## src/rtl/normCorrPkg.sv

```systemverilog
package normCorrPkg;

	//////////////////////////////////////////////////
	// Widths and memory layout
	//////////////////////////////////////////////////
	typedef logic signed [15:0] sample_t; // Q15 sample
	typedef logic signed [31:0] acc_t;
	typedef logic [8:0] memAddr_t;
	typedef logic [7:0] lag_t;

	localparam int MemDepth = 512;
	localparam memAddr_t ExcZero = 9'd160; // exc[0], negative lags below
	localparam memAddr_t HBase = 9'd256;
	localparam memAddr_t XnBase = 9'd320;
	localparam memAddr_t ExcfBase = 9'd384;
	localparam int unsigned ConvShift = 3; // Q12 to Q15

	localparam acc_t MaxAcc = 32'h7FFF_FFFF;
	localparam acc_t MinAcc = 32'h8000_0000;
	localparam sample_t MaxSample = 16'h7FFF;
	localparam sample_t MinSample = 16'h8000;

	typedef struct packed {
		memAddr_t addr;
		sample_t wrData;
		logic write;
	} memReq_t;

	typedef struct packed {
		lag_t lag;
		acc_t corr;
		acc_t energy;
	} lagResult_t;

	typedef enum logic [2:0] {ConvIdle, ConvReadX, ConvWaitX, ConvReadH, ConvWaitH,
		ConvWrite} convState_e;
	typedef enum logic [2:0] {CorrIdle, CorrReadExcf, CorrWaitExcf, CorrReadXn,
		CorrWaitXn} corrState_e;
	typedef enum logic [3:0] {UpdIdle, UpdReadExc, UpdWaitExc, UpdReadH, UpdWaitH,
		UpdReadPrev, UpdWaitPrev, UpdWrite, UpdWriteZero} updState_e;
	typedef enum logic [2:0] {SeqIdle, SeqConv, SeqCorr, SeqPresent, SeqUpdate} seqState_e;

	//////////////////////////////////////////////////
	// Saturating fixed-point operators
	//////////////////////////////////////////////////
	function automatic acc_t lMult(sample_t a, sample_t b);
		acc_t prod;
		prod = a * b;
		if (prod == 32'sh4000_0000) // Only -1 * -1 overflows
			return MaxAcc;
		return prod <<< 1;
	endfunction

	function automatic acc_t lMac(acc_t acc, sample_t a, sample_t b);
		logic signed [32:0] sum;
		sum = acc + lMult(a, b);
		if (sum > MaxAcc)
			return MaxAcc;
		if (sum < MinAcc)
			return MinAcc;
		return acc_t'(sum[31:0]);
	endfunction

	function automatic acc_t lShl(acc_t x, int unsigned n);
		logic signed [63:0] wide;
		wide = x;
		wide = wide <<< n;
		if (wide > MaxAcc)
			return MaxAcc;
		if (wide < MinAcc)
			return MinAcc;
		return acc_t'(wide[31:0]);
	endfunction

	function automatic sample_t extractH(acc_t x);
		return sample_t'(x[31:16]);
	endfunction

	function automatic sample_t addSat(sample_t a, sample_t b);
		logic signed [16:0] sum;
		sum = a + b;
		if (sum > MaxSample)
			return MaxSample;
		if (sum < MinSample)
			return MinSample;
		return sample_t'(sum[15:0]);
	endfunction

endpackage
```

## src/rtl/lagCorrelator.sv

```systemverilog
`timescale 1ns/1ns

module lagCorrelator #(
	parameter int SubframeLen = 40
) (
	input  logic clk,
	input  logic reset,
	input  logic go,
	input  logic reqReady,
	input  logic rdValid,
	input  normCorrPkg::sample_t rdData,
	output logic reqValid,
	output normCorrPkg::memReq_t req,
	output logic done,
	output normCorrPkg::acc_t corr,
	output normCorrPkg::acc_t energy
);
	localparam logic [5:0] LastJ = 6'(SubframeLen - 1);

	normCorrPkg::corrState_e state;
	logic [5:0] j;
	normCorrPkg::sample_t excfVal;

	always_ff @(posedge clk)
	begin
		if (reset)
		begin
			state <= normCorrPkg::CorrIdle;
			done <= 1'b0;
			j <= '0;
		end
		else
		begin
			done <= 1'b0;
			case (state)
				normCorrPkg::CorrIdle:
					if (go)
					begin
						j <= '0;
						corr <= '0;
						energy <= '0;
						state <= normCorrPkg::CorrReadExcf;
					end
				normCorrPkg::CorrReadExcf:
					if (reqReady)
						state <= normCorrPkg::CorrWaitExcf;
				normCorrPkg::CorrWaitExcf:
					if (rdValid)
					begin
						excfVal <= rdData;
						state <= normCorrPkg::CorrReadXn;
					end
				normCorrPkg::CorrReadXn:
					if (reqReady)
						state <= normCorrPkg::CorrWaitXn;
				normCorrPkg::CorrWaitXn:
					if (rdValid)
					begin
						// Both sums step together, rdData is xn[j]
						energy <= normCorrPkg::lMac(energy, excfVal, excfVal);
						corr <= normCorrPkg::lMac(corr, rdData, excfVal);
						if (j == LastJ)
						begin
							done <= 1'b1;
							state <= normCorrPkg::CorrIdle;
						end
						else
						begin
							j <= j + 6'd1;
							state <= normCorrPkg::CorrReadExcf;
						end
					end
				default: state <= normCorrPkg::CorrIdle;
			endcase
		end
	end

	always_comb
	begin
		reqValid = 1'b0;
		req = '0;
		if (state == normCorrPkg::CorrReadExcf)
		begin
			reqValid = 1'b1;
			req.addr = normCorrPkg::ExcfBase + normCorrPkg::memAddr_t'(j);
		end
		else if (state == normCorrPkg::CorrReadXn)
		begin
			reqValid = 1'b1;
			req.addr = normCorrPkg::XnBase + normCorrPkg::memAddr_t'(j);
		end
	end

endmodule

```

## config.mk

```make
export PLATFORM = sky130hd
export DESIGN_NAME = lagCorrelator
export DESIGN_NICKNAME = d
export VERILOG_FILES = /design/src/rtl/normCorrPkg.sv /design/src/rtl/lagCorrelator.sv
export SDC_FILE = /design/constraint.sdc
export NUM_CORES = 2
export LEC_CHECK = 0
export BUFFER_PORTS_ARGS = -buffer_cell sky130_fd_sc_hd__buf_2
export CORE_UTILIZATION = 30
export CTS_BUF_LIST = sky130_fd_sc_hd__clkbuf_8
export DETAILED_ROUTE_END_ITERATION = 8
export PLACE_DENSITY = 0.43
export SYNTH_ARGS = -nofsm -noshare
export SYNTH_HDL_FRONTEND = slang
export SYNTH_SLANG_ARGS = --single-unit
```

## constraint.sdc

```tcl
create_clock -name clk -period 13.4 [get_ports clk]
set_clock_uncertainty 0.05 [all_clocks]
set_input_delay 1.34 -clock clk [delete_from_list [all_inputs] [get_ports clk]]
set_output_delay 1.34 -clock clk [all_outputs]
set_load 0.005 [all_outputs]
```

==> results.py <==
metrics = {
    "run_status": {
        "status": "complete, no violations",
    },
    "synthesis": {
        "yosys-top-cells-area": "fa_1 (37%), ha_1 (11%), edfxtp_1 (9.1%)",
        "ys.flop_type": "edfxtp_1",
        "yosysWarnings": 0,
        "synthCells": 2938,
        "ys_ff_latch": 90,
        "synth.yosys.seq_area_share_pct": 9.81,
        "synth_top_area_share_pct": 37.5,
        "syn_area_mm2": 0.0265,
        "syn-mean-instance-area_um2": 9.03,
        "synth_edf_count": 80,
        "synth.most_common_cell": "inv_1",
        "synth_cell_type_count": 84,
        "synth_top_cells_by_count": "inv_1 (575), fa_1 (497), nand2_1 (318)",
        "synth_top_area_cell": "fa_1",
        "async_reset_ff_share_pct": 0,
    },
    "timing": {
        "worst_pin_slew_ns": 1.20,
        "finalWorstSetupSlack_ns": 1.30,
        "final.period_utilization_pct": 90.3,
        "slew_headroom_pct": 20.1,
        "setup_viol": 0,
        "finalSetupTns_ns": 0,
        "rsz0062_at_grt": "false",
        "max_freq_mhz": 82.7,
        "finalHoldViolCount": 0,
        "report.final.slew_viol_count": 0,
        "fin_crit_ns": 12.10,
    },
    "grt": {
        "grt_max_degree": 33,
        "overflow": 0,
        "first_global_vias": 21468,
        "antenna_found_initial": 1,
        "grt_pass1_wl_mm": 114,
        "grt_use_total_pct": 16.0,
    },
    "setup_path": {
        "cp_slowest_cell": "o221ai_2",
        "worst_ep_arrival_time_ns": 12.23,
        "worst_ep_required_time_ns": 13.53,
        "ff2ff_path_depth": 32,
        "crit_family": "compound AO/OA/AOI/OAI gates",
        "path_buf_inv": 4,
        "crit_type": "in -> reg",
        "path_max_fanout": 31,
        "cp-start-kind": "primary input",
        "cp-end-kind": "flip-flop",
        "slowest_delay_ns": 0.94,
        "cp.depth": 32,
        "cpMostUsedCell": "fa_1",
    },
    "place": {
        "globalplace.congestion": 0.851,
        "hpwl_mm": 58.3,
        "dp_slack_ns": 0.921,
        "portBuffers": 95,
    },
    "clock_network": {
        "cts-resized-gates": 0,
        "cts_sinks": 90,
        "root_buffer": "clkbuf_8",
        "htree_levels": 3,
        "clock_latency_ns": 0.49,
        "cts_tree": "built",
        "cts_buffers": 9,
        "clk_path_buf_depth": 2,
        "path_clk_slew_ns": 0.12,
        "ctsHoldBuffers": 0,
        "cts_setup_buffers": 0,
    },
    "detailed_routing": {
        "via_per_inst": 4.80,
        "drc": 0,
        "dr.first_iter.drc_count": 1145,
        "ant_nets": 0,
        "num_vias": 19828,
        "firstDrtPassIters": 5,
        "wire_per_inst_um": 16.7,
        "wl_mm": 69.0,
    },
    "worst_hold_path": {
        "hold_path_depth": 2,
        "hold_path.class": "reg -> reg",
    },
    "floorplanning": {
        "die_width_um": 299,
        "coreArea_mm2": 0.0872,
        "die_area_mm2": 0.0896,
        "initial_utilization_pct": 30.4,
        "die_h_um": 299,
        "ios": 113,
        "rows": 108,
    },
    "finish": {
        "syn_to_final_growth_pct": 6.97,
        "drive_above_1_share_pct": 5.85,
        "finalNetCount": 3724,
    },
    "job": {
        "cap_violations": 0,
    },
}
## through the flow
| stage | utilization [%] | hold WS (ns) | cells | instance area (µm²) |
|---|---|---|---|---|
| 2_1_floorplan | - | 0.417 | 2954 | 26600 |
| 3_3_place_gp | 32.3 | 0.441 | 4112 | 28200 |
| 3_5_place_dp | 32.3 | 0.455 | 4112 | 28200 |
| 4_1_cts | 32.6 | 0.475 | 4128 | 28400 |
| 5_1_grt | 32.6 | 0.572 | 4129 | 28400 |
| 6_report | 32.6 | 0.470 | 4129 | 28400 |
## cell families after synthesis
kind of cell    Yosys count  synth area share [%]
mux                      11                 0.424
compound gates          465                  11.5
flops                    90                  9.81
xor+xnor                126                  4.21
other cells               1                0.0141
fa+ha+maj               735                  48.7
buf+inv                 702                  10.4
simple gates            808                  14.9
## worst min-delay path, cell delays in order, from the launching register on
cell     delay, ns
dfxtp_1       0.35
o21ai_0       0.07
a21oi_1       0.06
## layout by cell type (no fill, tap or decap), types with 6 or more instances in the layout
cell type / count
xnor2_1: 86
o21ai_0: 101
and2_1: 165
a211oi_1: 23
nor4_1: 8
xor2_1: 39
o21a_1: 23
nand3_1: 35
and4_1: 7
nor2b_1: 16
edfxtp_1: 80
mux2i_1: 9
a31o_2: 8
a21oi_1: 124
o31ai_1: 11
nand2_1: 318
o21bai_1: 23
ha_1: 238
fa_1: 497
clkbuf_8: 9
buf_4: 31
dfxtp_1: 10
and3_1: 14
inv_1: 575
or3_1: 11
a31oi_1: 7
conb_1: 17
o211ai_1: 15
a211o_1: 6
nand2b_1: 33
nand4_1: 23
nor2_1: 123
buf_2: 95
nor3_1: 22
a21o_1: 70
## cell type report
class | count | area, µm²
fill | 9140 | 58800
multi-input combinational | 2162 | 21300
sequential | 90 | 2600
inverter | 579 | 2170
tap | 1155 | 1450
timing repair buffer | 126 | 708
clock buffer | 9 | 124
clock inverter | 7 | 68.8
antenna | 1 | 2.50
## metal layers
layer  wire [µm]  vias up  global-route usage [%]
met5           0        -                       0
met4         665        0                    3.02
met3        2060       34                    1.75
met2       32100      308                    25.6
met1       34200    10116                    23.4
li1            -     9370                       -
## flip-flops by register name (all words and copies together) (netlist names)
name and cells:
state 3, corr 32, j 6, done 1, excfVal 16, energy 32
## final timing paths
kind / start / to / slack [ns]
max: rdData[15] / corr[2] / 1.30
min reg2reg: j[5] / j[5] / 0.47
min: j[5] / j[5] / 0.47
max reg2reg: excfVal[5] / corr[2] / 1.47
Power is not shown: default switching activity piles up to over one toggle a cycle in this logic, so the estimate is an artifact.
