--- src/rtl/normCorrPkg.sv ---
package normCorrPkg;

	//////////////////////////////////////////////////
	// Widths and memory layout
	//////////////////////////////////////////////////
	typedef logic signed [15:0] sample_t; // Q15 sample
	typedef logic signed [31:0] acc_t;
	typedef logic [8:0] memAddr_t;
	typedef logic [7:0] lag_t;

	localparam int MemDepth = 512;
	localparam memAddr_t ExcZero = 9'd160; // exc[0], negative lags below
	localparam memAddr_t HBase = 9'd256;
	localparam memAddr_t XnBase = 9'd320;
	localparam memAddr_t ExcfBase = 9'd384;
	localparam int unsigned ConvShift = 3; // Q12 to Q15

	localparam acc_t MaxAcc = 32'h7FFF_FFFF;
	localparam acc_t MinAcc = 32'h8000_0000;
	localparam sample_t MaxSample = 16'h7FFF;
	localparam sample_t MinSample = 16'h8000;

	typedef struct packed {
		memAddr_t addr;
		sample_t wrData;
		logic write;
	} memReq_t;

	typedef struct packed {
		lag_t lag;
		acc_t corr;
		acc_t energy;
	} lagResult_t;

	typedef enum logic [2:0] {ConvIdle, ConvReadX, ConvWaitX, ConvReadH, ConvWaitH,
		ConvWrite} convState_e;
	typedef enum logic [2:0] {CorrIdle, CorrReadExcf, CorrWaitExcf, CorrReadXn,
		CorrWaitXn} corrState_e;
	typedef enum logic [3:0] {UpdIdle, UpdReadExc, UpdWaitExc, UpdReadH, UpdWaitH,
		UpdReadPrev, UpdWaitPrev, UpdWrite, UpdWriteZero} updState_e;
	typedef enum logic [2:0] {SeqIdle, SeqConv, SeqCorr, SeqPresent, SeqUpdate} seqState_e;

	//////////////////////////////////////////////////
	// Saturating fixed-point operators
	//////////////////////////////////////////////////
	function automatic acc_t lMult(sample_t a, sample_t b);
		acc_t prod;
		prod = a * b;
		if (prod == 32'sh4000_0000) // Only -1 * -1 overflows
			return MaxAcc;
		return prod <<< 1;
	endfunction

	function automatic acc_t lMac(acc_t acc, sample_t a, sample_t b);
		logic signed [32:0] sum;
		sum = acc + lMult(a, b);
		if (sum > MaxAcc)
			return MaxAcc;
		if (sum < MinAcc)
			return MinAcc;
		return acc_t'(sum[31:0]);
	endfunction

	function automatic acc_t lShl(acc_t x, int unsigned n);
		logic signed [63:0] wide;
		wide = x;
		wide = wide <<< n;
		if (wide > MaxAcc)
			return MaxAcc;
		if (wide < MinAcc)
			return MinAcc;
		return acc_t'(wide[31:0]);
	endfunction

	function automatic sample_t extractH(acc_t x);
		return sample_t'(x[31:16]);
	endfunction

	function automatic sample_t addSat(sample_t a, sample_t b);
		logic signed [16:0] sum;
		sum = a + b;
		if (sum > MaxSample)
			return MaxSample;
		if (sum < MinSample)
			return MinSample;
		return sample_t'(sum[15:0]);
	endfunction

endpackage
--- src/rtl/excConvolver.sv ---
`timescale 1ns/1ns

module excConvolver #(
	parameter int SubframeLen = 40
) (
	input  logic clk,
	input  logic reset,
	input  logic go,
	input  normCorrPkg::memAddr_t excOrigin,
	input  logic reqReady,
	input  logic rdValid,
	input  normCorrPkg::sample_t rdData,
	output logic reqValid,
	output normCorrPkg::memReq_t req,
	output logic done
);
	localparam logic [5:0] LastN = 6'(SubframeLen - 1);

	normCorrPkg::convState_e state;
	logic [5:0] n; // Output sample
	logic [5:0] i; // Tap
	normCorrPkg::memAddr_t origin;
	normCorrPkg::sample_t xVal;
	normCorrPkg::acc_t sum;

	always_ff @(posedge clk)
	begin
		if (reset)
		begin
			state <= normCorrPkg::ConvIdle;
			done <= 1'b0;
			n <= '0;
			i <= '0;
		end
		else
		begin
			done <= 1'b0;
			case (state)
				normCorrPkg::ConvIdle:
					if (go)
					begin
						origin <= excOrigin;
						n <= '0;
						i <= '0;
						sum <= '0;
						state <= normCorrPkg::ConvReadX;
					end
				normCorrPkg::ConvReadX:
					if (reqReady)
						state <= normCorrPkg::ConvWaitX;
				normCorrPkg::ConvWaitX:
					if (rdValid)
					begin
						xVal <= rdData;
						state <= normCorrPkg::ConvReadH;
					end
				normCorrPkg::ConvReadH:
					if (reqReady)
						state <= normCorrPkg::ConvWaitH;
				normCorrPkg::ConvWaitH:
					if (rdValid)
					begin
						sum <= normCorrPkg::lMac(sum, xVal, rdData); // x[i] * h[n-i]
						if (i == n)
							state <= normCorrPkg::ConvWrite;
						else
						begin
							i <= i + 6'd1;
							state <= normCorrPkg::ConvReadX;
						end
					end
				normCorrPkg::ConvWrite:
					if (reqReady)
					begin
						if (n == LastN)
						begin
							done <= 1'b1;
							state <= normCorrPkg::ConvIdle;
						end
						else
						begin
							n <= n + 6'd1;
							i <= '0;
							sum <= '0;
							state <= normCorrPkg::ConvReadX;
						end
					end
				default: state <= normCorrPkg::ConvIdle;
			endcase
		end
	end

	always_comb
	begin
		reqValid = 1'b0;
		req = '0;
		case (state)
			normCorrPkg::ConvReadX:
			begin
				reqValid = 1'b1;
				req.addr = origin + normCorrPkg::memAddr_t'(i);
			end
			normCorrPkg::ConvReadH:
			begin
				reqValid = 1'b1;
				req.addr = normCorrPkg::HBase + normCorrPkg::memAddr_t'(n - i);
			end
			normCorrPkg::ConvWrite:
			begin
				reqValid = 1'b1;
				req.addr = normCorrPkg::ExcfBase + normCorrPkg::memAddr_t'(n);
				req.wrData = normCorrPkg::extractH(normCorrPkg::lShl(sum, normCorrPkg::ConvShift));
				req.write = 1'b1;
			end
			default: ;
		endcase
	end

endmodule

--- config.mk ---
export PLATFORM = sky130hd
export DESIGN_NAME = excConvolver
export DESIGN_NICKNAME = d
export VERILOG_FILES = /design/src/rtl/normCorrPkg.sv /design/src/rtl/excConvolver.sv
export SDC_FILE = /design/constraint.sdc
export NUM_CORES = 1
export LEC_CHECK = 0
export BUFFER_PORTS_ARGS = -buffer_cell sky130_fd_sc_hd__buf_4
export CAP_MARGIN = 20
export CORE_MARGIN = 5
export CORE_UTILIZATION = 70
export CTS_CLUSTER_SIZE = 10
export DETAILED_ROUTE_END_ITERATION = 16
export PLACE_DENSITY = 0.91
export SETUP_SLACK_MARGIN = 0.02
export SYNTH_ARGS = -nofsm -noshare
export SYNTH_HDL_FRONTEND = slang
export SYNTH_SLANG_ARGS = --single-unit
--- constraint.sdc ---
create_clock -name clk -period 28.4 [get_ports clk]
set_input_delay 0 -clock clk [delete_from_list [all_inputs] [get_ports clk]]
set_output_delay 0 -clock clk [all_outputs]
set_load 0.02 [all_outputs]
==> results_dict.tcl <==
set metrics [dict create \
    finalWirelength_um 38900 \
    holdCritPathClass "input port to flop" \
    tritoncts "done" \
    critPathBufInv 3 \
    cts_buffer_depth 2 \
    cts_root_buf "clkbuf_16" \
    wire_per_inst_um 19.0 \
    rows 54 \
    numCtsBuffers 9 \
    cts_resized 0 \
    ios 58 \
    synth_seq_cells 73 \
    endpoint_kind "flop" \
    yosysSeqAreaShare_pct 13.0 \
    synth-edff-count 57 \
    tightest_slew_ns 1.00 \
    fin_skew_ns 0.0137 \
    gp_congestion 0.946 \
    h-tree-depth 3 \
    dieArea_mm2 0.0254 \
    cts_setup_buffers 0 \
    instances_no_fill 2049 \
    async_reset_ff_share_pct 0 \
    critical_path_class "flop to flop" \
    cpPeakStageDelay_ns 0.92 \
    synth-main-ff-cell "edfxtp_1" \
    arrival_ns 11.36 \
    clkSinkCount 73 \
    dr_total_vias 12660 \
    final_util_pct 76.4 \
    drt-vias-per-instance 6.18 \
    drt_pass1_iterations 5 \
    first_global_vias 13352 \
    finish.instance_area_mm2 0.0167 \
    rsz0062_at_grt "false" \
    antennaDiodeCount 0 \
    synth_cell_types 67 \
    cts.clk_slew.worst_paths_ns 0.07 \
    drcViolationCount 0 \
    crit_top_cell "fa_1" \
    fin_crit_ns 11.20 \
    ant_nets 0 \
    grt_max_degree 33 \
    fp.dieH_um 159 \
    dp_hpwl_um 30700 \
    period_share_pct 39.4 \
    status "completed" \
    numPlacedInstances 2007 \
    area_delta_synth_final_pct 7.09 \
    fin_setup_tns_ns 0 \
    clock_latency_ns 0.37 \
    port-buffer-count 57 \
    fillCellCount 1398 \
    grt_usage_pct 31.3 \
    setup_viol 0 \
    gr-total-overflow 0 \
    core_mm2 0.0219 \
    drive_gt1_share_pct 5.43 \
    maxSlewHeadroom_pct 33.0 \
    slew_viol_final 0 \
    synth_warnings 0 \
    start_util_pct 71.3 \
    syn_area_mm2 0.0156 \
    grt_pass1_wl_um 65500 \
    cap_violations 0 \
    drt_iter0_markers 970 \
    synthesis.nets 2156 \
    max_freq_mhz 89.3 \
    cp_max_fo 32 \
    dpl_cell_area_mm2 0.0161 \
    final-hold-violation-count 0 \
    antenna_found_initial 0 \
    required_ns 28.56 \
    fin_nets 2187 \
    crit_family "adder cells" \
    dieWidth_um 159 \
    syn-instance-count 1733 \
    worst_path_max_delay_cell "fa_1" \
    syn_avg_cell_area_um2 9.01 \
    cp-start-kind "flop" \
]
-- kinds of logic after synthesis --
kind of cell	after synthesis	synth area share (%)
xor+xnor	78	4.46
mux	6	0.393
simple gates	497	15.7
flops	73	13.0
compound gates	331	13.5
fa+ha+maj	393	44.2
buf+inv	355	8.68
-- area by class of cell --
| type | count | area (um^2) | share of cell area (%) |
|---|---|---|---|
| Inverter | 288 | 1080 | 6.47 |
| Timing Repair Buffer | 87 | 719 | 4.30 |
| Clock inverter | 6 | 57.6 | 0.344 |
| Multi-Input combinational cell | 1305 | 12200 | 73.1 |
| Clock buffer | 10 | 250 | 1.50 |
| Tap cell | 280 | 350 | 2.10 |
| Sequential cell | 73 | 2030 | 12.2 |
-- per-layer routing --
layer | track usage, % | up-vias | part of all wire [%]
li1 | - | 5667 | -
met3 | 6.65 | 135 | 8.3
met1 | 39.2 | 6172 | 38
met4 | 12.1 | 0 | 3.8
met5 | 0 | - | 0
met2 | 53.3 | 686 | 50
-- stage by stage --
stage / hold slack, ns / setup WS (ns)
CTS: 0.00846 / 17.35
floorplan: 0.0989 / 18.96
detailed placement: 0.180 / 17.49
global route: 0.0173 / 16.53
global placement: 0.179 / 18.06
finish: 0.0234 / 17.20
-- synthesized netlist by cell type, types with 6 or more instances --
cell / n / area (um^2)
o21ai_1: 25 / 125
xor2_1: 39 / 342
o211ai_1: 11 / 82.6
a21oi_1: 78 / 390
edfxtp_1: 57 / 1710
fa_1: 265 / 5310
xnor2_1: 38 / 333
clkbuf_1: 60 / 225
nand2b_1: 11 / 68.8
inv_1: 288 / 1080
dfxtp_1: 16 / 320
a31oi_1: 8 / 50.1
nand4_1: 14 / 87.6
nand2_1: 176 / 661
nor3_1: 16 / 80.1
or3_1: 7 / 43.8
o21ai_0: 76 / 380
a21o_1: 38 / 285
nor2b_1: 11 / 68.8
ha_1: 128 / 1600
nor2_1: 83 / 312
nand3_1: 19 / 95.1
nand3b_1: 6 / 45.0
and3_1: 6 / 37.5
o21a_1: 25 / 188
o21bai_2: 8 / 90.1
a211oi_1: 11 / 82.6
o21bai_1: 10 / 75.1
and2_1: 132 / 826
-- worst reg2reg max path, delay by kind of cell (launching register included) --
family                   cells  cell delay [ns]
XOR/XNOR                     1             0.12
AO/OA/AOI/OAI               13             3.22
buffers and inverters        3             0.20
AND/OR/NAND/NOR              5             2.26
flip-flops                   1             0.62
adder cells (fa/ha/maj)      9             4.59
-- repair_timing --
item | in CTS | in global routing
endpoints found under the setup margin | 0 | 0
hold buffers | 24 | 0
endpoints found under the hold margin | 28 | 0
-- final timing paths --
check | start | end | slack, ns | cells past startpoint
hold reg to reg | n[5] | n[5] | 0.54 | 2
hold / removal | rdData[7] | xVal[7] | 0.02 | 1
setup / recovery | xVal[15] | sum[4] | 17.20 | 31
setup reg to reg | xVal[15] | sum[4] | 17.20 | 31
-- state kept, by name, indices dropped and copies added, names as in the netlist --
name	flops
n	6
state	3
sum	32
xVal	16
origin	9
i	6
done	1
-- placed cells by master (no fill, tap or decap), types with 6 or more instances in the layout --
master / netlist / final
a211oi_1: 11 / 11
a21o_1: 38 / 38
a21oi_1: 78 / 78
a31oi_1: 8 / 8
and2_1: 132 / 132
and3_1: 6 / 6
buf_4: 0 / 62
clkbuf_16: 0 / 10
dfxtp_1: 16 / 16
dlygate4sd3_1: 0 / 24
edfxtp_1: 57 / 57
fa_1: 265 / 265
ha_1: 128 / 128
inv_1: 288 / 288
nand2_1: 176 / 176
nand2b_1: 11 / 11
nand3_1: 19 / 19
nand3b_1: 6 / 6
nand4_1: 14 / 14
nor2_1: 83 / 82
nor2b_1: 11 / 11
nor3_1: 16 / 16
o211ai_1: 11 / 11
o21a_1: 25 / 25
o21ai_0: 76 / 76
o21ai_1: 25 / 25
o21bai_1: 10 / 10
o21bai_2: 8 / 8
or3_1: 7 / 7
xnor2_1: 38 / 38
xor2_1: 39 / 39
Power is not shown: default switching activity piles up to over one toggle a cycle in this logic, so the estimate is an artifact.
