`src/rtl/normCorrPkg.sv`:
```
package normCorrPkg;

	//////////////////////////////////////////////////
	// Widths and memory layout
	//////////////////////////////////////////////////
	typedef logic signed [15:0] sample_t; // Q15 sample
	typedef logic signed [31:0] acc_t;
	typedef logic [8:0] memAddr_t;
	typedef logic [7:0] lag_t;

	localparam int MemDepth = 512;
	localparam memAddr_t ExcZero = 9'd160; // exc[0], negative lags below
	localparam memAddr_t HBase = 9'd256;
	localparam memAddr_t XnBase = 9'd320;
	localparam memAddr_t ExcfBase = 9'd384;
	localparam int unsigned ConvShift = 3; // Q12 to Q15

	localparam acc_t MaxAcc = 32'h7FFF_FFFF;
	localparam acc_t MinAcc = 32'h8000_0000;
	localparam sample_t MaxSample = 16'h7FFF;
	localparam sample_t MinSample = 16'h8000;

	typedef struct packed {
		memAddr_t addr;
		sample_t wrData;
		logic write;
	} memReq_t;

	typedef struct packed {
		lag_t lag;
		acc_t corr;
		acc_t energy;
	} lagResult_t;

	typedef enum logic [2:0] {ConvIdle, ConvReadX, ConvWaitX, ConvReadH, ConvWaitH,
		ConvWrite} convState_e;
	typedef enum logic [2:0] {CorrIdle, CorrReadExcf, CorrWaitExcf, CorrReadXn,
		CorrWaitXn} corrState_e;
	typedef enum logic [3:0] {UpdIdle, UpdReadExc, UpdWaitExc, UpdReadH, UpdWaitH,
		UpdReadPrev, UpdWaitPrev, UpdWrite, UpdWriteZero} updState_e;
	typedef enum logic [2:0] {SeqIdle, SeqConv, SeqCorr, SeqPresent, SeqUpdate} seqState_e;

	//////////////////////////////////////////////////
	// Saturating fixed-point operators
	//////////////////////////////////////////////////
	function automatic acc_t lMult(sample_t a, sample_t b);
		acc_t prod;
		prod = a * b;
		if (prod == 32'sh4000_0000) // Only -1 * -1 overflows
			return MaxAcc;
		return prod <<< 1;
	endfunction

	function automatic acc_t lMac(acc_t acc, sample_t a, sample_t b);
		logic signed [32:0] sum;
		sum = acc + lMult(a, b);
		if (sum > MaxAcc)
			return MaxAcc;
		if (sum < MinAcc)
			return MinAcc;
		return acc_t'(sum[31:0]);
	endfunction

	function automatic acc_t lShl(acc_t x, int unsigned n);
		logic signed [63:0] wide;
		wide = x;
		wide = wide <<< n;
		if (wide > MaxAcc)
			return MaxAcc;
		if (wide < MinAcc)
			return MinAcc;
		return acc_t'(wide[31:0]);
	endfunction

	function automatic sample_t extractH(acc_t x);
		return sample_t'(x[31:16]);
	endfunction

	function automatic sample_t addSat(sample_t a, sample_t b);
		logic signed [16:0] sum;
		sum = a + b;
		if (sum > MaxSample)
			return MaxSample;
		if (sum < MinSample)
			return MinSample;
		return sample_t'(sum[15:0]);
	endfunction

endpackage
```
`src/rtl/lagSequencer.sv`:
```
`timescale 1ns/1ns

module lagSequencer (
	input  logic clk,
	input  logic reset,
	input  logic start,
	input  normCorrPkg::lag_t tMin,
	input  normCorrPkg::lag_t tMax,
	input  logic convDone,
	input  logic corrDone,
	input  logic updDone,
	input  normCorrPkg::acc_t corr,
	input  normCorrPkg::acc_t energy,
	input  logic resReady,
	output logic busy,
	output logic convGo,
	output logic corrGo,
	output logic updGo,
	output normCorrPkg::memAddr_t excOrigin,
	output normCorrPkg::memAddr_t excAddr,
	output logic resValid,
	output normCorrPkg::lagResult_t result
);
	normCorrPkg::seqState_e state;
	normCorrPkg::lag_t tMinR;
	normCorrPkg::lag_t tMaxR;
	normCorrPkg::lag_t lag; // Lag in progress

	assign busy = (state != normCorrPkg::SeqIdle);
	assign excOrigin = normCorrPkg::ExcZero - normCorrPkg::memAddr_t'(tMinR); // &exc[-tMin]
	assign excAddr = normCorrPkg::ExcZero - normCorrPkg::memAddr_t'(lag) - 9'd1;

	always_ff @(posedge clk)
	begin
		if (reset)
		begin
			state <= normCorrPkg::SeqIdle;
			convGo <= 1'b0;
			corrGo <= 1'b0;
			updGo <= 1'b0;
			resValid <= 1'b0;
			tMinR <= '0;
			tMaxR <= '0;
			lag <= '0;
		end
		else
		begin
			convGo <= 1'b0;
			corrGo <= 1'b0;
			updGo <= 1'b0;
			case (state)
				normCorrPkg::SeqIdle:
					if (start)
					begin
						tMinR <= tMin;
						tMaxR <= tMax;
						lag <= tMin;
						convGo <= 1'b1;
						state <= normCorrPkg::SeqConv;
					end
				normCorrPkg::SeqConv:
					if (convDone)
					begin
						corrGo <= 1'b1;
						state <= normCorrPkg::SeqCorr;
					end
				normCorrPkg::SeqCorr:
					if (corrDone)
					begin
						result <= '{lag, corr, energy};
						resValid <= 1'b1;
						state <= normCorrPkg::SeqPresent;
					end
				normCorrPkg::SeqPresent:
					if (resReady) // Held here under back-pressure
					begin
						resValid <= 1'b0;
						if (lag == tMaxR)
							state <= normCorrPkg::SeqIdle;
						else
						begin
							updGo <= 1'b1;
							state <= normCorrPkg::SeqUpdate;
						end
					end
				normCorrPkg::SeqUpdate:
					if (updDone)
					begin
						lag <= lag + 8'd1;
						corrGo <= 1'b1;
						state <= normCorrPkg::SeqCorr;
					end
				default: state <= normCorrPkg::SeqIdle;
			endcase
		end
	end

endmodule

```
`config.mk`:
```
export PLATFORM = sky130hd
export DESIGN_NAME = lagSequencer
export DESIGN_NICKNAME = d
export VERILOG_FILES = /design/src/rtl/normCorrPkg.sv /design/src/rtl/lagSequencer.sv
export SDC_FILE = /design/constraint.sdc
export NUM_CORES = 1
export LEC_CHECK = 0
export BUFFER_PORTS_ARGS = -buffer_cell sky130_fd_sc_hd__buf_2
export CAP_MARGIN = 20
export CORE_AREA = 2 2 91 93
export CTS_CLUSTER_DIAMETER = 200
export CTS_CLUSTER_SIZE = 14
export DETAILED_ROUTE_END_ITERATION = 10
export DIE_AREA = 0 0 93 95
export PLACE_DENSITY = 0.91
export SETUP_SLACK_MARGIN = 0.4
export SLEW_MARGIN = 20
export SYNTH_ARGS = -nofsm -noshare
export SYNTH_HDL_FRONTEND = slang
export SYNTH_SLANG_ARGS = --single-unit
```
`constraint.sdc`:
```
create_clock -name clk -period 16.68 [get_ports clk]
set_input_delay 3.336 -clock clk [delete_from_list [all_inputs] [get_ports clk]]
set_output_delay 3.336 -clock clk [all_outputs]
set_load 0.1 [all_outputs]
```
==> results of run 1 <==
## state kept, by name, indices dropped and copies added, names as in the netlist, 3 cells and up
name,flops
tMaxR,8
state,3
lag,8
tMinR,8
result,72
## final timing paths
check / end / cells past startpoint / startpoint
max: excOrigin[7] / 5 / tMinR[0]$_SDFFE_PP0P_
min: tMaxR[1]$_SDFFE_PP0P_ / 2 / tMaxR[1]$_SDFFE_PP0P_
max reg2reg: result[1]$_DFFE_PP_ / 4 / state[1]$_SDFFE_PP0P_
min reg2reg: tMaxR[1]$_SDFFE_PP0P_ / 2 / tMaxR[1]$_SDFFE_PP0P_
## synth_stat cells, types with 4 or more instances
master and count:
o21a_1 4, nor3_1 6, nand3_1 4, nand2_1 42
clkbuf_1 6, nand2b_1 4, a21oi_1 24, nor2_1 10
buf_2 6, dfxtp_1 31, xor2_1 12, ha_1 4
inv_1 9, edfxtp_1 72
## where the power goes
part           internal (uW)  total, uW  switching (uW)
Combinational           27.4        131             104
Sequential               283        294            10.3
Clock                   54.2        137            82.6
## logic make-up (layout without fill, tap and decap cells)
| kind of cell | count (synthesis) | after routing | synth area share, % |
|---|---|---|---|
| compound gates | 49 | 49 | 8.39 |
| flops | 103 | 103 | 72.1 |
| fa+ha+maj | 4 | 4 | 1.30 |
| mux | 4 | 4 | 1.07 |
| buf+inv | 25 | 207 | 3.01 |
| xor+xnor | 14 | 14 | 3.18 |
| simple gates | 87 | 87 | 11.0 |
## per-stage QoR
step | setup slack (ns) | utilization (%) | hold WS [ns] | std cells | instance area, um2
6_report | 11.21 | 63.1 | 0.472 | 573 | 5000
5_1_grt | 11.10 | 63.1 | 0.508 | 573 | 5000
4_1_cts | 11.20 | 63.1 | 0.473 | 573 | 5000
3_5_place_dp | 11.60 | 61.0 | 0.461 | 558 | 4830
3_3_place_gp | 11.60 | 61.0 | 0.456 | 558 | 4830
2_1_floorplan | 7.40 | - | 0.403 | 286 | 3860
## layout make-up
class                      instances  area (um2)
tap                              105         131
clock buffer                       9         124
sequential                       103        2780
multi-input combinational        158         967
timing repair buffer             182         913
clock inverter                     6        46.3
inverter                          10        37.5
fill                             632        2930
## worst max-delay path, stage by stage (launching register included)
cell and delay (ns):
dfxtp_1 0.35, or4_1 0.56, o21a_1 0.20, nor2_1 0.11, xor2_1 0.14, buf_2 0.43
## metal layers
layer  routed length, um  up-vias  track usage [%]
met5                  13        -                0
met2                4960      114             38.8
met4                  57        2             4.66
li1                    -     1385                -
met3                 874       10             8.06
met1                3440     1380             21.5
==> results.txt, run 1 <==
Final GP Congestion: 0.818
IO Port Bufs: 181
CTS HTree Levels: 3
R2R setup slack: 14.38 ns
post-cts sizing count: 0
post-synthesis sequential area ratio: 72.1%
Async S/R FF share, synth: 0%
Max Freq: 183 MHz
number of synthesized flops with an enable pin: 72
RSZ-0062 raised after global routing: no
synthesis warning total: 0
Synth area leader: edfxtp_1
Final Setup Violations: 0
critical path class: reg2out
Clock Latency Late Sink: 0.36 ns
Rel. slew slack: 38.1%
Horiz. Die Dim: 93 um
Worst EP arrival: 2.14 ns
vias in the first global route: 2690
HPWL reported at the end of detailed placement: 7.17 mm
DR WL/cell: 16.3 um
Post-CTS Setup Bufs: 0
initial antenna violation count: 1
vias per inst: 5.05
#FFs+latches synth: 103
core region area: 7930 um2
status: finished, final reports clean
Area Overhead vs Synth: 29.6%
Crit Path Max Fanout: 5
cell leakage power: 0.00211 uW
worst min path class: reg2reg
CTS tree: built
initial DRC count: 111
vias: 2891
Final Hold Viols: 0
CTS sink cnt: 103
Num CTS Buffers: 9
Vert. Die Dim: 95 um
most common cell after layout, fill and taps aside: buf_2
crit end category: output port
Die ar.: 8840 um2
top cells by area, synth: edfxtp_1 56%, dfxtp_1 16%, nand2_1 4.1%
VDD IR max: 0.0415 mV
clock skew: 0.00898 ns
PwrDens: 112 nW/um2
drt drc: 0
DRT antenna net count: 0
first-pass GRT wire length: 13.5 mm
Tcrit/Tclk final: 32.8%
max-slew violation count: 0
max cap viols: 0
clock buffer depth: 2
commonest non-fill, non-tap cells in the layout: 181 x buf_2, 72 x edfxtp_1, 42 x nand2_1, 31 x dfxtp_1, 24 x a21oi_1
clock root buffer: clkbuf_8
Synth Area per Inst: 13.5 um2
final WL: 9.35 mm
Req. time, crit path: 13.34 ns
Netlist Area Pre-Place: 3860 um2
Hold Buf Count CTS: 0
clock-pin slew on the worst setup and hold paths: 0.09 ns
total global routing track utilization: 20.6%
total grt overflow: 0
total power draw: 561 uW
Post-Route Setup TNS: 0 ns
area share of the largest cell type after synthesis: 56.0%
largest net degree at the start of global routing: 73
Period minus WS final: 5.47 ns
Ports: 182
row count: 33
Starting Density: 48.7%
layout cells sized above 1: 44.0%
critical path launch point type: register
drt pass-1 iters: 4
syn nets: 377
number of diodes: 0
Final nets: 555
Worst-Margin Slew: 0.924 ns
Syn Inst Count: 286
ys flop type: edfxtp_1
Yosys cell types: 46
Note: power is estimated with default switching activity, not from simulation.
==> run 2: changes to the inputs <==
Settings changed: ABC_AREA from default to 1, CORE_AREA 2 2 91 93 to 2 2 100 102, DIE_AREA 0 0 93 95 to 0 0 102 104, PLACE_DENSITY 0.91 to 0.82.
Clock period 16.68 ns to 4.6 ns, I/O delays scaled along.
==> run 2 against run 1 <==
Net effect:
- combinational power increased to 11 times the previous value
- sequential power grew to 4.1 times the previous value
- synthesized cell count up 14%
- first-iteration DRC count is 73% higher
- utilization fell by 9.5 points
- worst setup slack worse by 9.5 ns
- critical path type unchanged
- highest routed layer unchanged
==> results.txt, run 2 <==
vias: 3066 (+6.1%)
max-slew violation count: 0 (unchanged)
final WL: 9.89 mm (+5.8%)
R2R setup slack: 2.33 ns (-12.05 ns)
Worst EP arrival: 1.99 ns (-0.15 ns)
PwrDens: 630 nW/um2 (+460%)
max cap viols: 0 (unchanged)
#FFs+latches synth: 103 (unchanged)
CTS sink cnt: 103 (unchanged)
Req. time, crit path: 3.68 ns (-9.66 ns)
Netlist Area Pre-Place: 3890 um2 (+0.84%)
Clock Latency Late Sink: 0.37 ns (about the same)
Horiz. Die Dim: 102 um (+9.7%)
Period minus WS final: 2.91 ns
Worst R2R End: result[43]$_DFFE_PP_
Top reg by flops: result
layout cells sized above 1: 41.0% (-3.0 points)
Async S/R FF share, synth: 0% (unchanged)
Yosys cell types: 29 (-37%)
Tcrit/Tclk final: 63.3%
WHS Endpoint: tMaxR[3]$_SDFFE_PP0P_
crit end category: output port
CTS tree: built
Max Freq: 343 MHz
drt drc: 0 (unchanged)
Final nets: 603 (+8.6%)
cell leakage power: 0.00226 uW (+7.0%)
top cells by area, synth: edfxtp_1 56%, dfxtp_1 16%, nand2_1 6.7%
syn nets: 418 (+11%)
DR WL/cell: 15.2 um (-6.7%)
initial DRC count: 192 (+73%)
Die ar.: 10600 um2 (+20%)
Hold Crit Depth: 2 (unchanged)
number of synthesized flops with an enable pin: 72 (unchanged)
critical path launch point type: register
vias per inst: 4.72 (-6.5%)
HPWL reported at the end of detailed placement: 7.66 mm (+6.9%)
core region area: 9550 um2 (+20%)
clock buffer depth: 2 (unchanged)
Final Setup Violations: 0 (unchanged)
Synth area leader: edfxtp_1
clock skew: 0.0174 ns (+0.00845 ns)
top cells by count, synth: 72 x edfxtp_1, 70 x nand2_1, 34 x inv_1
Final Hold Viols: 0 (unchanged)
Vert. Die Dim: 104 um (+9.5%)
clock-pin slew on the worst setup and hold paths: 0.10 ns (about the same)
IO Port Bufs: 181 (unchanged)
clock root buffer: clkbuf_8
count leader, synth: edfxtp_1
Num CTS Buffers: 9 (unchanged)
Post-CTS Setup Bufs: 0 (unchanged)
Final GP Congestion: 0.814 (-0.57%)
first-pass GRT wire length: 14.5 mm (+7.5%)
max FFs per register: 72 (unchanged)
synthesis warning total: 0 (unchanged)
area share of the largest cell type after synthesis: 55.5% (-0.47 points)
drt pass-1 iters: 6 (+2)
Place WS: 2.08 ns (-9.52 ns)
row count: 36 (+9.1%)
VDD IR max: 0.577 mV (+1300%)
total global routing track utilization: 18.1% (-2.5 points)
largest net degree at the start of global routing: 31 (-58%)
Ports: 182 (unchanged)
post-synthesis sequential area ratio: 71.5% (-0.60 points)
worst setup margin: 1.69 ns (-9.52 ns)
post-cts sizing count: 0 (unchanged)
initial antenna violation count: 1 (unchanged)
status: finished, final reports clean
Syn Inst Count: 327 (+14%)
worst min path class: reg2reg
R2R depth: 6 (+2)
most common cell after layout, fill and taps aside: buf_2
Synth Area per Inst: 11.9 um2 (-12%)
commonest non-fill, non-tap cells in the layout: 181 x buf_2, 72 x edfxtp_1, 70 x nand2_1, 34 x inv_1, 31 x dfxtp_1
Crit Path Max Fanout: 3 (-2)
total grt overflow: 0 (unchanged)
Post-Route Setup TNS: 0 ns (unchanged)
Worst-Margin Slew: 0.609 ns (-0.314 ns)
Rel. slew slack: 59.3% (+21 points)
Area Overhead vs Synth: 31.4%
Starting Density: 40.8% (-7.9 points)
CTS HTree Levels: 3 (unchanged)
critical path class: reg2out
vias in the first global route: 2894 (+7.6%)
DRT antenna net count: 0 (unchanged)
RR Startpoint: state[2]$_SDFFE_PP0P_
ys flop type: edfxtp_1
number of diodes: 0 (unchanged)
Hold Buf Count CTS: 0 (unchanged)
Hold Crit Start: tMaxR[3]$_SDFFE_PP0P_
RSZ-0062 raised after global routing: no
-- run 2: cell count changes after synthesis, sizes merged, moves of 5 or more --
cell | before | now
nor2 | 10 | 17
o21ai | 3 | 18
nand2 | 42 | 73
inv | 10 | 37
nand3 | 5 | 13
xnor2 | 2 | 7
xor2 | 12 | 6
-- run 2: logic make-up after synthesis --
| kind of cell | after synthesis | synth area share (%) |
|---|---|---|
| simple gates | 112 | 12.6 |
| flops | 103 | 71.5 |
| compound gates | 49 | 6.46 |
| buf+inv | 46 | 5.24 |
| xor+xnor | 13 | 2.92 |
| fa+ha+maj | 4 | 1.29 |
-- run 2: area by class of cell --
| class | count | area (um2) |
|---|---|---|
| Inverter | 37 | 144 |
| Clock inverter | 7 | 62.6 |
| Fill cell | 844 | 4430 |
| Timing Repair Buffer | 183 | 921 |
| Clock buffer | 9 | 124 |
| Multi-Input combinational cell | 178 | 915 |
| Tap cell | 133 | 166 |
| Sequential cell | 103 | 2780 |
-- run 2: worst max-delay path by stage --
stage	start	endpoint	cells past startpoint
final	tMinR[0]$_SDFFE_PP0P_	excOrigin[6]	6
after global routing	tMinR[0]$_SDFFE_PP0P_	excOrigin[6]	6
after CTS	tMinR[0]$_SDFFE_PP0P_	excOrigin[6]	6
after detailed placement	tMinR[0]$_SDFFE_PP0P_	excOrigin[6]	6
after global placement	tMinR[0]$_SDFFE_PP0P_	excOrigin[6]	6
after floorplan	reset	result[0]$_DFFE_PP_	2
-- run 2: through the flow --
step | utilization [%] | total power [uW] | instances | hold slack [ns] | area (um2)
CTS | 53.6 | 3240 | 650 | 0.480 | 5110
global route | 53.6 | 3370 | 650 | 0.508 | 5110
floorplan | - | 2470 | 327 | 0.444 | 3900
detailed placement | 51.6 | 2710 | 634 | 0.464 | 4930
finish | 53.6 | 3220 | 650 | 0.474 | 5110
global placement | 51.6 | 2680 | 634 | 0.457 | 4930
-- run 2: critical path, cell delays in order, from the launching register on --
cell and delay [ns]:
dfxtp_1 0.33, inv_1 0.08, ha_1 0.19, nand3_1 0.12
o21ai_0 0.30, xor2_1 0.16, buf_2 0.43
-- run 2: where the power goes --
group	switching (uW)	internal, uW
Combinational	1220	274
Sequential	93.0	1100
Clock	329	208
-- run 2: routing by layer --
metal | global-route usage [%] | share of wire, %
met5 | 0 | 0.13
met4 | 7.71 | 2.3
met3 | 7.46 | 12
met2 | 30.4 | 49
met1 | 19.8 | 37
